`src/tpu_pkg.sv`:
```
package tpu_pkg;

    // host command codes on uio_in[7:5]
    // codes 6 and 7 are treated like NOP
    typedef enum logic [2:0] {
        NOP      = 3'd0,
        LOAD_W   = 3'd1,
        LOAD_IN  = 3'd2,
        LOAD_INS = 3'd3,
        START    = 3'd4,
        READ     = 3'd5
    } cmd_t;

    // operand byte width
    localparam int DATA_W = 8;

    // array is 2x2, skew and sequencing are written for this size
    localparam int ARRAY_N = 2;

    // entries per operand buffer
    localparam int BUF_DEPTH = ARRAY_N * ARRAY_N;

    // instruction byte fields
    // acc bit adds the new product onto the held results
    localparam int INS_ACC_BIT   = 7;
    // relu bit clamps negative results to zero
    localparam int INS_RELU_BIT  = 6;
    // arithmetic right shift amount
    localparam int INS_SHIFT_LSB = 0;
    localparam int INS_SHIFT_W   = 4;

    // cycles from start strobe to done
    localparam int COMPUTE_CYCLES = 5;

endpackage
```
`src/tt_um_tpu.sv`:
```
`timescale 1ns/100ps

module tt_um_tpu #(
    parameter int ACC_W = 18
) (
    input  logic [7:0] ui_in,
    output logic [7:0] uo_out,
    input  logic [7:0] uio_in,
    output logic [7:0] uio_out,
    output logic [7:0] uio_oe,
    // powered-on flag, not needed here
    input  logic       ena,
    input  logic       clk,
    input  logic       reset
);

    // decoder strobes and byte
    logic                              fetch_w;
    logic                              fetch_inp;
    logic                              fetch_ins;
    logic                              start;
    logic                              read;
    logic        [tpu_pkg::DATA_W-1:0] data;
    // operands
    logic signed [tpu_pkg::DATA_W-1:0] w00, w01, w10, w11;
    logic signed [tpu_pkg::DATA_W-1:0] x00, x01, x10, x11;
    // controller
    logic                              ins_acc;
    logic                              ins_relu;
    logic [tpu_pkg::INS_SHIFT_W-1:0]   ins_shift;
    logic                              busy;
    logic                              done;
    logic                              clear_acc;
    logic                              capture;
    logic                              load_en;
    logic signed [tpu_pkg::DATA_W-1:0] row0_in;
    logic signed [tpu_pkg::DATA_W-1:0] row1_in;
    // array sums at capture
    logic signed [ACC_W-1:0]           sum0, sum1, sum0_r1, sum1_r1;

    // command fetch, command on uio_in[7:5]
    tpu_cmd_decoder u_decoder (
        .clk(clk), .reset(reset), .cmd(uio_in[7:5]), .din(ui_in),
        .fetch_w(fetch_w), .fetch_inp(fetch_inp), .fetch_ins(fetch_ins),
        .start(start), .read(read), .data(data)
    );

    // loads are dropped while busy
    tpu_operand_buffer u_weights (
        .clk(clk), .reset(reset), .wr(fetch_w && load_en), .data(data),
        .e0(w00), .e1(w01), .e2(w10), .e3(w11)
    );
    tpu_operand_buffer u_inputs (
        .clk(clk), .reset(reset), .wr(fetch_inp && load_en), .data(data),
        .e0(x00), .e1(x01), .e2(x10), .e3(x11)
    );

    tpu_controller u_ctrl (
        .clk(clk), .reset(reset), .fetch_ins(fetch_ins), .start(start), .data(data),
        .x0_k0(x00), .x0_k1(x01), .x1_k0(x10), .x1_k1(x11),
        .ins_acc(ins_acc), .ins_relu(ins_relu), .ins_shift(ins_shift),
        .busy(busy), .done(done), .clear_acc(clear_acc), .capture(capture),
        .row0_in(row0_in), .row1_in(row1_in), .load_en(load_en)
    );

    // weights track the buffer whenever idle
    tpu_systolic_array #(.ACC_W(ACC_W)) u_array (
        .clk(clk), .reset(reset), .load_w(load_en), .clear(clear_acc),
        .w00(w00), .w01(w01), .w10(w10), .w11(w11), .a0(row0_in), .a1(row1_in),
        .sum0(sum0), .sum1(sum1), .sum0_r1(sum0_r1), .sum1_r1(sum1_r1)
    );

    // reads are served even during a run
    tpu_output_unit #(.ACC_W(ACC_W)) u_out (
        .clk(clk), .reset(reset), .capture(capture), .accumulate(ins_acc),
        .relu(ins_relu), .shift(ins_shift), .read(read),
        .sum0(sum0), .sum1(sum1), .sum0_r1(sum0_r1), .sum1_r1(sum1_r1),
        .dout(uo_out)
    );

    // status on the low bidir pins, upper three stay inputs
    assign uio_out = {6'b0, busy, done};
    assign uio_oe  = 8'h1F;

endmodule

```
`src/tpu_output_unit.sv`:
```
`timescale 1ns/100ps

module tpu_output_unit #(
    parameter int ACC_W = 18
) (
    input  logic                    clk,
    input  logic                    reset,
    input  logic                    capture,
    input  logic                    accumulate,
    input  logic                    relu,
    input  logic [3:0]              shift,
    input  logic                    read,
    input  logic signed [ACC_W-1:0] sum0,
    input  logic signed [ACC_W-1:0] sum1,
    input  logic signed [ACC_W-1:0] sum0_r1,
    input  logic signed [ACC_W-1:0] sum1_r1,
    output logic [7:0]              dout
);

    // signed byte limits
    localparam logic signed [ACC_W-1:0] SAT_HI = 127;
    localparam logic signed [ACC_W-1:0] SAT_LO = -128;

    // held results, y00 y01 y10 y11
    logic signed [ACC_W-1:0] res [4];
    logic signed [ACC_W-1:0] cap [4];
    logic        [1:0]       rd_ptr;

    assign cap[0] = sum0;
    assign cap[1] = sum1;
    assign cap[2] = sum0_r1;
    assign cap[3] = sum1_r1;

    // shift, optional relu, clamp to a signed byte
    function automatic logic [7:0] post_byte(
        input logic signed [ACC_W-1:0] v,
        input logic                    use_relu,
        input logic [3:0]              sh
    );
        logic signed [ACC_W-1:0] s;
        s = v >>> sh;
        if (use_relu && s < 0) begin
            s = '0;
        end
        if (s > SAT_HI) begin
            post_byte = 8'h7F;
        end else if (s < SAT_LO) begin
            post_byte = 8'h80;
        end else begin
            post_byte = s[7:0];
        end
    endfunction

    // replace or add onto the previous run
    always_ff @(posedge clk) begin
        if (capture) begin
            for (int i = 0; i < 4; i++) begin
                res[i] <= accumulate ? res[i] + cap[i] : cap[i];
            end
        end
    end

    // read-out, pointer restarts at every capture
    always_ff @(posedge clk or posedge reset) begin
        if (reset) begin
            rd_ptr <= '0;
            dout   <= '0;
        end else if (capture) begin
            rd_ptr <= '0;
        end else if (read) begin
            dout   <= post_byte(res[rd_ptr], relu, shift);
            rd_ptr <= rd_ptr + 1'b1;
        end
    end

endmodule

```
`src/tpu_systolic_array.sv`:
```
`timescale 1ns/100ps

module tpu_systolic_array #(
    parameter int ACC_W = 18
) (
    input  logic                              clk,
    input  logic                              reset,
    input  logic                              load_w,
    input  logic                              clear,
    input  logic signed [tpu_pkg::DATA_W-1:0] w00,
    input  logic signed [tpu_pkg::DATA_W-1:0] w01,
    input  logic signed [tpu_pkg::DATA_W-1:0] w10,
    input  logic signed [tpu_pkg::DATA_W-1:0] w11,
    input  logic signed [tpu_pkg::DATA_W-1:0] a0,
    input  logic signed [tpu_pkg::DATA_W-1:0] a1,
    output logic signed [ACC_W-1:0]           sum0,
    output logic signed [ACC_W-1:0]           sum1,
    output logic signed [ACC_W-1:0]           sum0_r1,
    output logic signed [ACC_W-1:0]           sum1_r1
);

    // inputs between columns
    logic signed [tpu_pkg::DATA_W-1:0] a0_c1;
    logic signed [tpu_pkg::DATA_W-1:0] a1_c1;
    // partial sums between rows and at the bottom
    logic signed [ACC_W-1:0] p00;
    logic signed [ACC_W-1:0] p01;
    logic signed [ACC_W-1:0] p10;
    logic signed [ACC_W-1:0] p11;
    // output deskew
    logic signed [ACC_W-1:0] col0_d;
    logic signed [ACC_W-1:0] col0_dd;
    logic signed [ACC_W-1:0] col1_d;

    // top row, k = 0
    tpu_mac_cell #(.ACC_W(ACC_W)) u_c00 (
        .clk(clk), .reset(reset), .load_w(load_w), .w_in(w00), .a_in(a0),
        .psum_in('0), .clear(clear), .a_out(a0_c1), .psum_out(p00)
    );
    tpu_mac_cell #(.ACC_W(ACC_W)) u_c01 (
        .clk(clk), .reset(reset), .load_w(load_w), .w_in(w01), .a_in(a0_c1),
        .psum_in('0), .clear(clear), .a_out(), .psum_out(p01)
    );

    // bottom row, k = 1
    tpu_mac_cell #(.ACC_W(ACC_W)) u_c10 (
        .clk(clk), .reset(reset), .load_w(load_w), .w_in(w10), .a_in(a1),
        .psum_in(p00), .clear(clear), .a_out(a1_c1), .psum_out(p10)
    );
    tpu_mac_cell #(.ACC_W(ACC_W)) u_c11 (
        .clk(clk), .reset(reset), .load_w(load_w), .w_in(w11), .a_in(a1_c1),
        .psum_in(p01), .clear(clear), .a_out(), .psum_out(p11)
    );

    // column 0 leads column 1 by a cycle, so it gets one extra stage
    always_ff @(posedge clk) begin
        col0_d  <= p10;
        col0_dd <= col0_d;
        col1_d  <= p11;
    end

    // at capture: row 0 is one stage back, row 1 is current
    assign sum0    = col0_dd;
    assign sum1    = col1_d;
    assign sum0_r1 = col0_d;
    assign sum1_r1 = p11;

endmodule

```
`src/tpu_mac_cell.sv`:
```
`timescale 1ns/100ps

module tpu_mac_cell #(
    parameter int ACC_W = 18
) (
    input  logic                              clk,
    input  logic                              reset,
    input  logic                              load_w,
    input  logic signed [tpu_pkg::DATA_W-1:0] w_in,
    input  logic signed [tpu_pkg::DATA_W-1:0] a_in,
    input  logic signed [ACC_W-1:0]           psum_in,
    input  logic                              clear,
    output logic signed [tpu_pkg::DATA_W-1:0] a_out,
    output logic signed [ACC_W-1:0]           psum_out
);

    logic signed [tpu_pkg::DATA_W-1:0] weight;

    // stationary weight, refreshed while idle
    always_ff @(posedge clk) begin
        if (load_w) begin
            weight <= w_in;
        end
    end

    // input moves right, partial sum moves down
    always_ff @(posedge clk or posedge reset) begin
        if (reset) begin
            a_out    <= '0;
            psum_out <= '0;
        end else begin
            a_out <= a_in;
            if (clear) begin
                psum_out <= '0;
            end else begin
                // full signed product, sign extended to ACC_W
                psum_out <= psum_in + weight * a_in;
            end
        end
    end

endmodule

```
`src/tpu_controller.sv`:
```
`timescale 1ns/100ps

module tpu_controller (
    input  logic                              clk,
    input  logic                              reset,
    input  logic                              fetch_ins,
    input  logic                              start,
    input  logic        [tpu_pkg::DATA_W-1:0] data,
    input  logic signed [tpu_pkg::DATA_W-1:0] x0_k0,
    input  logic signed [tpu_pkg::DATA_W-1:0] x0_k1,
    input  logic signed [tpu_pkg::DATA_W-1:0] x1_k0,
    input  logic signed [tpu_pkg::DATA_W-1:0] x1_k1,
    output logic                              ins_acc,
    output logic                              ins_relu,
    output logic [tpu_pkg::INS_SHIFT_W-1:0]   ins_shift,
    output logic                              busy,
    output logic                              done,
    output logic                              clear_acc,
    output logic                              capture,
    output logic signed [tpu_pkg::DATA_W-1:0] row0_in,
    output logic signed [tpu_pkg::DATA_W-1:0] row1_in,
    output logic                              load_en
);

    logic [tpu_pkg::DATA_W-1:0] ins;
    logic [2:0]                 cnt;
    logic                       go;

    // start is dropped while a run is in flight
    assign go = start && !busy;

    always_ff @(posedge clk or posedge reset) begin
        if (reset) begin
            ins       <= '0;
            busy      <= 1'b0;
            done      <= 1'b0;
            clear_acc <= 1'b0;
            cnt       <= '0;
        end else begin
            if (fetch_ins && !busy) begin
                ins <= data;
            end
            // clear is a single cycle, ahead of the first feed
            clear_acc <= go && !ins[tpu_pkg::INS_ACC_BIT];
            if (go) begin
                busy <= 1'b1;
                done <= 1'b0;
                cnt  <= '0;
            end else if (busy) begin
                if (cnt == 3'(tpu_pkg::COMPUTE_CYCLES)) begin
                    busy <= 1'b0;
                    done <= 1'b1;
                end else begin
                    cnt <= cnt + 1'b1;
                end
            end
        end
    end

    // instruction fields
    assign ins_acc   = ins[tpu_pkg::INS_ACC_BIT];
    assign ins_relu  = ins[tpu_pkg::INS_RELU_BIT];
    assign ins_shift = ins[tpu_pkg::INS_SHIFT_LSB +: tpu_pkg::INS_SHIFT_W];

    // bottom sums line up on the last busy cycle
    assign capture = busy && (cnt == 3'(tpu_pkg::COMPUTE_CYCLES));

    // k = 0 row fed on cycles 1 and 2, k = 1 row one cycle later
    always_comb begin
        row0_in = '0;
        row1_in = '0;
        if (busy) begin
            case (cnt)
                3'd1: row0_in = x0_k0;
                3'd2: begin
                    row0_in = x1_k0;
                    row1_in = x0_k1;
                end
                3'd3: row1_in = x1_k1;
                default: ;
            endcase
        end
    end

    // operand buffers frozen during a run
    assign load_en = !busy;

endmodule

```
`src/tpu_operand_buffer.sv`:
```
`timescale 1ns/100ps

module tpu_operand_buffer (
    input  logic                              clk,
    input  logic                              reset,
    input  logic                              wr,
    input  logic        [tpu_pkg::DATA_W-1:0] data,
    output logic signed [tpu_pkg::DATA_W-1:0] e0,
    output logic signed [tpu_pkg::DATA_W-1:0] e1,
    output logic signed [tpu_pkg::DATA_W-1:0] e2,
    output logic signed [tpu_pkg::DATA_W-1:0] e3
);

    localparam int IDX_W = $clog2(tpu_pkg::BUF_DEPTH);

    logic signed [tpu_pkg::DATA_W-1:0] entry [tpu_pkg::BUF_DEPTH];
    logic        [IDX_W-1:0]           wr_idx;

    // sequential fill, index wraps after the last entry
    always_ff @(posedge clk or posedge reset) begin
        if (reset) begin
            wr_idx <= '0;
            for (int i = 0; i < tpu_pkg::BUF_DEPTH; i++) begin
                entry[i] <= '0;
            end
        end else if (wr) begin
            entry[wr_idx] <= data;
            wr_idx        <= wr_idx + 1'b1;
        end
    end

    // flat taps in write order
    assign e0 = entry[0];
    assign e1 = entry[1];
    assign e2 = entry[2];
    assign e3 = entry[3];

endmodule

```
`src/tpu_cmd_decoder.sv`:
```
`timescale 1ns/100ps

module tpu_cmd_decoder (
    input  logic       clk,
    input  logic       reset,
    input  logic [2:0] cmd,
    input  logic [7:0] din,
    output logic       fetch_w,
    output logic       fetch_inp,
    output logic       fetch_ins,
    output logic       start,
    output logic       read,
    output logic [7:0] data
);

    typedef enum logic [2:0] {
        S_IDLE,
        S_FETCH_W,
        S_FETCH_INP,
        S_FETCH_INS,
        S_START,
        S_READ
    } state_t;

    state_t state;
    state_t target;
    logic   armed;
    logic   accept;

    // fetch state that matches the command on the pins
    always_comb begin
        case (tpu_pkg::cmd_t'(cmd))
            tpu_pkg::LOAD_W:   target = S_FETCH_W;
            tpu_pkg::LOAD_IN:  target = S_FETCH_INP;
            tpu_pkg::LOAD_INS: target = S_FETCH_INS;
            tpu_pkg::START:    target = S_START;
            tpu_pkg::READ:     target = S_READ;
            // NOP and the two spare codes
            default:           target = S_IDLE;
        endcase
    end

    // only from idle, and only once per NOP gap
    assign accept = (state == S_IDLE) && armed && (target != S_IDLE);

    always_ff @(posedge clk or posedge reset) begin
        if (reset) begin
            state <= S_IDLE;
            armed <= 1'b0;
            data  <= '0;
        end else begin
            // each fetch state lasts a single cycle
            state <= accept ? target : S_IDLE;
            // a held code can not fire twice
            if (target == S_IDLE) begin
                armed <= 1'b1;
            end else if (accept) begin
                armed <= 1'b0;
            end
            // byte captured on the accepting edge
            if (accept) begin
                data <= din;
            end
        end
    end

    // one strobe per fetch state
    assign fetch_w   = (state == S_FETCH_W);
    assign fetch_inp = (state == S_FETCH_INP);
    assign fetch_ins = (state == S_FETCH_INS);
    assign start     = (state == S_START);
    assign read      = (state == S_READ);

endmodule

```
`config.mk`:
```
export PLATFORM = sky130hd
export DESIGN_NAME = tt_um_tpu
export DESIGN_NICKNAME = d
export VERILOG_FILES = /design/src/tpu_pkg.sv /design/src/tt_um_tpu.sv /design/src/tpu_output_unit.sv /design/src/tpu_systolic_array.sv /design/src/tpu_mac_cell.sv /design/src/tpu_controller.sv /design/src/tpu_operand_buffer.sv /design/src/tpu_cmd_decoder.sv
export SDC_FILE = /design/constraint.sdc
export NUM_CORES = 1
export LEC_CHECK = 0
export BUFFER_PORTS_ARGS = -buffer_cell sky130_fd_sc_hd__buf_2
export CAP_MARGIN = 30
export CORE_UTILIZATION = 45
export CTS_CLUSTER_SIZE = 10
export DETAILED_ROUTE_END_ITERATION = 8
export PLACE_DENSITY_LB_ADDON = 0.05
export SYNTH_ARGS = -nofsm -noshare
export SYNTH_HDL_FRONTEND = slang
export SYNTH_HIERARCHICAL = 1
export SYNTH_SLANG_ARGS = --single-unit
```
`constraint.sdc`:
```
create_clock -name clk -period 15.71 [get_ports clk]
set_input_delay 3.142 -clock clk [delete_from_list [all_inputs] [get_ports clk]]
set_output_delay 3.142 -clock clk [all_outputs]
set_load 0.03 [all_outputs]
```
; After elaboration in Yosys (flattened, before gate mapping)
; Memory sizes are Yosys's and may differ from the RTL's.
; Index checks and enable logic that the tools add are counted.
[classes]
n_reduce_logical = 23
eq_ne = 15
bitwise_logic = 3
mux = 40
mul = 4
n_addsub = 10
shift = 1
n_lt_le_gt_ge = 7
[op_table]
columns = op, count
row1 = 2-to-1 mux 18 bit, 11
row2 = adder 18 bit, 4
row3 = bitwise mux 32 bit, 2
row4 = multiplier 8 x 8 -> 16 bit, 4
row5 = 2-to-1 mux 8 bit, 6
row6 = adder 18 x 16 -> 18 bit, 2
row7 = demux 8 bit (select 2 bit), 2
row8 = case mux 8 bit (2 select lines), 2
row9 = == test 3 x 2 -> 1 bit (second input constant), 6
row10 = greater-than comparator 18 x 8 -> 1 bit (second input constant), 1
row11 = less-than comparator 18 x 1 -> 1 bit (second input constant), 1
row12 = less-than comparator 18 x 8 -> 1 bit (second input constant), 1
row13 = >>> shifter 18 x 4 -> 18 bit, 1
row14 = == test 3 bit (second input constant), 5
row15 = case mux 3 bit (5 select lines), 1
row16 = 2-to-1 mux 3 bit, 4
row17 = logical AND 1 bit, 11
row18 = 2-to-1 mux 1 bit, 10
row19 = == test 3 x 1 -> 1 bit (second input constant), 3
row20 = nonzero test 2 bit, 4
row21 = adder 2 x 1 -> 2 bit (second input constant), 3
row22 = >= comparator 3 bit (second input constant), 2
row23 = zero test 3 bit, 2
row24 = less-than comparator 3 x 1 -> 1 bit (second input constant), 2
row25 = other kinds (8), 13
[totals]
input_bits = 19
register_bits = 278
elab_cells = 137
mem_bits_rw = 72
out_inout_bits = 24
mem_count = 1
[memory_table]
columns = memory, words, width, read_ports, rd_ports_with_merged_regs, write_ports, line
row1 = u_out.res, 4, 18, 5, 0, 4, tpu_output_unit.sv:25  ; logic signed [ACC_W-1:0] res [4];

; Logic depth before layout (Yosys ltp)
; An unclocked memory read counts as a cell.
[logic_depth]
word_depth = 10
ltp_mapped = 26
ltp_nobuf = 23

; Hierarchy
; The synthesis kept the hierarchy.
[modules_own_cells]
columns = module, cells_per_inst, instances, seq_area_each_um2, area_each_um2
row1 = tpu_mac_cell (u_array.u_c00 ...), 398, 2, 890.9, 4225.3
row2 = tpu_output_unit, 816, 1, 2412.3, 8137.8
row3 = tpu_mac_cell (u_array.u_c10), 397, 1, 890.9, 4219.0
row4 = tpu_mac_cell (u_array.u_c11), 392, 1, 890.9, 4209.0
row5 = tpu_operand_buffer, 81, 2, 850.8, 1322.5
row6 = tpu_systolic_array, 55, 1, 1081.0, 1084.8
row7 = tpu_controller, 81, 1, 300.3, 770.7
row8 = tpu_cmd_decoder, 42, 1, 300.3, 574.3
row9 = tt_um_tpu, 20, 1, 0.0, 140.1

; Worst setup path after synthesis
; Ideal clock, no wire load.
[synth_path]
path_kind = register to register
from = register u_ctrl.cnt[0]
to = register u_array.u_c10.psum_out[15]
setup_slack_ps = 9876
synth_period_minus_slack_ps = 5834
path_buffers = 2
setup_time_ps = 132
t_arrival_ps = 5702
path_stages_with_launch = 23
required_time_ps = 15578
path_cell_list = dfrtp_1 inv_1 ha_1 buf_6 and2b_1 buf_6 a22oi_1 nor2_1 and2_1 inv_1 fa_1 inv_1 fa_1 fa_1 fa_1 fa_1 ha_1 o21ai_0 nor2_1 o31a_1 a311oi_2 xor2_1 nor2_1
[synth_between]
elab_chain_cells = 6
elab_cells_between_ends = 7
cone_classes = add/sub: 1 / mul: 1 / eq/ne: 2 / mux: 3
[synth_rtl]
columns = element, line
row1 = start: declaration, tpu_controller.sv:26  ; logic [2:0] cnt;
row2 = start signal: assignment, tpu_controller.sv:54  ; cnt <= cnt + 1'b1;
row3 = == test 3 x 2 -> 1 bit, tpu_controller.sv:73  ; case (cnt)
row4 = case mux 8 bit (2 select lines) (*), tpu_controller.sv:73
row5 = 2-to-1 mux 8 bit (*), tpu_controller.sv:72  ; if (busy) begin
row6 = named net row1_in (one bit), tt_um_tpu.sv:37  ; logic signed [tpu_pkg::DATA_W-1:0] row1_in;
row7 = multiplier 8 x 8 -> 16 bit (*), tpu_mac_cell.sv:37  ; psum_out <= psum_in + weight * a_in;
row8 = adder 18 x 16 -> 18 bit (*), tpu_mac_cell.sv:37
row9 = 2-to-1 mux 18 bit (*), tpu_mac_cell.sv:33  ; if (clear) begin
row10 = end signal: assignment, tpu_mac_cell.sv:37
row11 = end: declaration, tpu_mac_cell.sv:14  ; output logic signed [ACC_W-1:0] psum_out
; Mark *: on every way through the listed nets, which the timed path passes. The rest lies on a longest branch.
; A chain may end at the register's enable or synchronous reset.

; Worst setup path in the final report
[layout_path]
from = register u_ctrl.cnt[0]
to = register u_array.u_c10.psum_out[16]
; The elaborated chain is that of the path after synthesis.

==> flow_summary_export.csv <==
group,metric,value,unit
run_status,outcome,"completed",
timing,period_minus_slack,6870,ps
pwr,p_leak,15.5,nW
place,dp_cells,3624,
detailed_routing,wl_met2,30000,µm
global_route,grt_pass1_vias,20117,
cts,cts_setup_buffers,0,
synthesis,synth_cells,2745,
worst_hold_path,worstHoldStart,"u_array/u_c10/psum_out[5]",
setup_path,worstPathCellList,"inv_1, ha_1, and2b_1, a22oi_1, nor2_1, and2_1, inv_1, fa_1, inv_1, fa_1, fa_1, fa_1, fa_1, ha_1, o21ai_1, a21oi_1, o211ai_1, a31oi_1, mux2_1",
final_layout,area_growth,8.46,%
die,start_util,45.5,%
final_layout,fillers,6023,
detailed_routing,drt-met1-wl,29200,µm
die,die_area,67300,µm²
place,dp_hpwl,49300,µm
timing,max_freq,0.146,GHz
pwr,p_comb_share,49.3,%
global_route,overflow,0,
setup_path,critPathMaxFanout,11,
detailed_routing,dr_wl_met3,1580,µm
timing,finalClockSkew,13.5,ps
pwr,intPower,3.05,mW
detailed_routing,dr_total_vias,19014,
pwr,power_switching,2.13,mW
detailed_routing,drtIter0Drc,732,
setup_path,arrival,7310,ps
cts,htreeDepth,2,
timing,max_slew.worst_pin.slew,938,ps
global_route,grt_max_degree,49,
detailed_routing,drt_first_pass_iters,5,
worst_hold_path,worstHoldPathType,"register to register",
synthesis,avgSynthCellArea,10.9,µm²
setup_path,regToRegSetupSlack,8840,ps
detailed_routing,wl_per_cell,16.8,µm
pwr,pwr_density_cell,160,nW/µm²
cts,hold_buffers,0,
cts,cts.path.max_buffers,3,
setup_path,path_class,"register to register",
cts,clock-sinks,348,
global_route,grt_antenna_before_repair,2,
timing,tns,0,ps
detailed_routing,final_antenna_net_count,0,
setup_path,cpPeakStageDelay,690,ps
setup_path,r2r_end,"u_array/u_c10/psum_out[16]",
timing,maxSlewHeadroom,35.9,%
pwr,peakVddDrop,0.0966,mV
cts,clk_pin_slew,50,ps
setup_path,crit_required,16150,ps
timing,hold_viol,0,
setup_path,reg2reg_from,"u_ctrl/cnt[0]",
timing,min_period_over_period,43.7,%
synthesis,syn_area,29800,µm²
setup_path,cp_slowest_cell,"and2_1",
final_layout,fin_nets,3400,
die,io_pins,43,
cts,cts_buffers,44,
die,die_width,259,µm
die,die_height,259,µm
timing,grt_setup_unrepaired,"false",
worst_hold_path,hold_end,"u_array/sum0_r1[5]",
final_layout,final_cells,3707,
setup_path,r2r_cells,19,
place,io_buffers,22,
setup_path,cp-start-kind,"register",
cts,worstSkewPairLatency,560,ps
cts,cts_tree,"built",
detailed_routing,wl,62300,µm
die,coreArea,65600,µm²
die,num_rows,94,
setup_path,end_kind,"register",
final_layout,drive_gt1_share,9.86,%
run,max_cap_violations,0,
global_route,grt_pass1_wl,104000,µm
worst_hold_path,holdPathStages,0,
setup_path,crit_top_cell,"fa_1",
timing,whs,335,ps
cts,post_cts_resized,0,
pwr,switching_share,41.1,%
pwr,pwr-share-clk,18.4,%
global_route,grt_usage,19.3,%
pwr,seqPwrFrac,32.3,%
cts,clockRootBuffer,"clkbuf_16",
place,place_congestion,0.901,
timing,slew_viol_final,0,
detailed_routing,highest-signal-layer,"met4",
timing,finalSetupViolations,0,
detailed_routing,viasPerCell,5.13,
detailed_routing,drcViolationCount,0,
synthesis,yosysWarnings,6,
final cells by class:
class | count | area, µm² | share of cell area [%]
clock buffers | 73 | 1310 | 4.06
flip-flops and latches | 348 | 8960 | 27.7
multi-input cells | 1961 | 19100 | 59.0
diodes | 2 | 5.00 | 0.0155
inverters | 416 | 1560 | 4.83
clock inverters | 7 | 52.6 | 0.162
well taps | 864 | 1080 | 3.34
repair buffers | 36 | 275 | 0.851
registers in the layout (all words and copies together) (netlist names), 18 cells and up:
signal and cells:
u_array/u_c10/psum_out 18, u_array/sum0 18, u_array/u_c00/psum_out 18, u_array/u_c01/psum_out 18, u_array/sum1 18, u_array/sum0_r1 18, u_array/u_c11/psum_out 18, u_out/res 72
stage by stage:
stage	instance area, µm²	setup WS, ps	utilization (%)	total power [mW]
6_report	32400	8840	49.3	5.18
5_1_grt	32400	8390	49.3	5.68
4_1_cts	32300	8850	49.3	5.24
3_5_place_dp	31000	8850	47.2	4.24
3_3_place_gp	30900	8910	47.1	4.19
2_1_floorplan	30000	9880	-	3.60
routing by layer:
metal	track usage [%]	vias to the layer above
met5	0	-
met4	5.59	0
met3	1.94	80
met2	32.6	217
met1	26.2	9492
li1	-	9225
critical path, delay by kind of cell, from the launching register on:
kind | cells | cell delay, ps
DFF | 1 | 420
buffers and inverters | 3 | 260
AOI/OAI and AO/OA | 5 | 890
muxes | 1 | 340
adders and majority gates | 7 | 3190
and+or+nand+nor | 3 | 1630
power groups by stage:
stage | Clock (mW) | Sequential, mW | Combinational [mW]
2_1_floorplan | 0 | 1.54 | 2.06
3_3_place_gp | 0 | 1.69 | 2.50
3_5_place_dp | 0 | 1.70 | 2.54
4_1_cts | 0.983 | 1.68 | 2.58
5_1_grt | 1.02 | 1.72 | 2.94
6_report | 0.951 | 1.67 | 2.55
placed cells by master (no fill, tap or decap), types with 36 or more instances in the layout:
master and count:
dfxtp_1 54, mux2_2 128, conb_1 50, ha_1 250, nor2_1 179, clkbuf_16 47, xnor2_1 77, inv_1 409
o21ai_0 51, dfrtp_1 188, fa_1 324, edfxtp_1 104, and2_1 137, nor2b_1 45, a21o_1 36, nor3_1 39
nand2_1 180, a21oi_1 80
how the worst max path moves through the flow:
stage	slack [ps]	start	endpoint	cells past startpoint
6_report	8840	u_ctrl/cnt[0]	u_array/u_c10/psum_out[16]	19
5_1_grt	8390	u_ctrl/busy	u_array/u_c10/psum_out[16]	17
4_1_cts	8850	u_ctrl/busy	u_array/u_c10/psum_out[16]	17
3_5_place_dp	8850	u_ctrl/busy	u_array/u_c10/psum_out[15]	18
3_3_place_gp	8910	u_ctrl/busy	u_array/u_c10/psum_out[16]	17
2_1_floorplan	9880	u_ctrl/cnt[0]	u_array/u_c10/psum_out[15]	22
(Power assumes the default switching activity.)
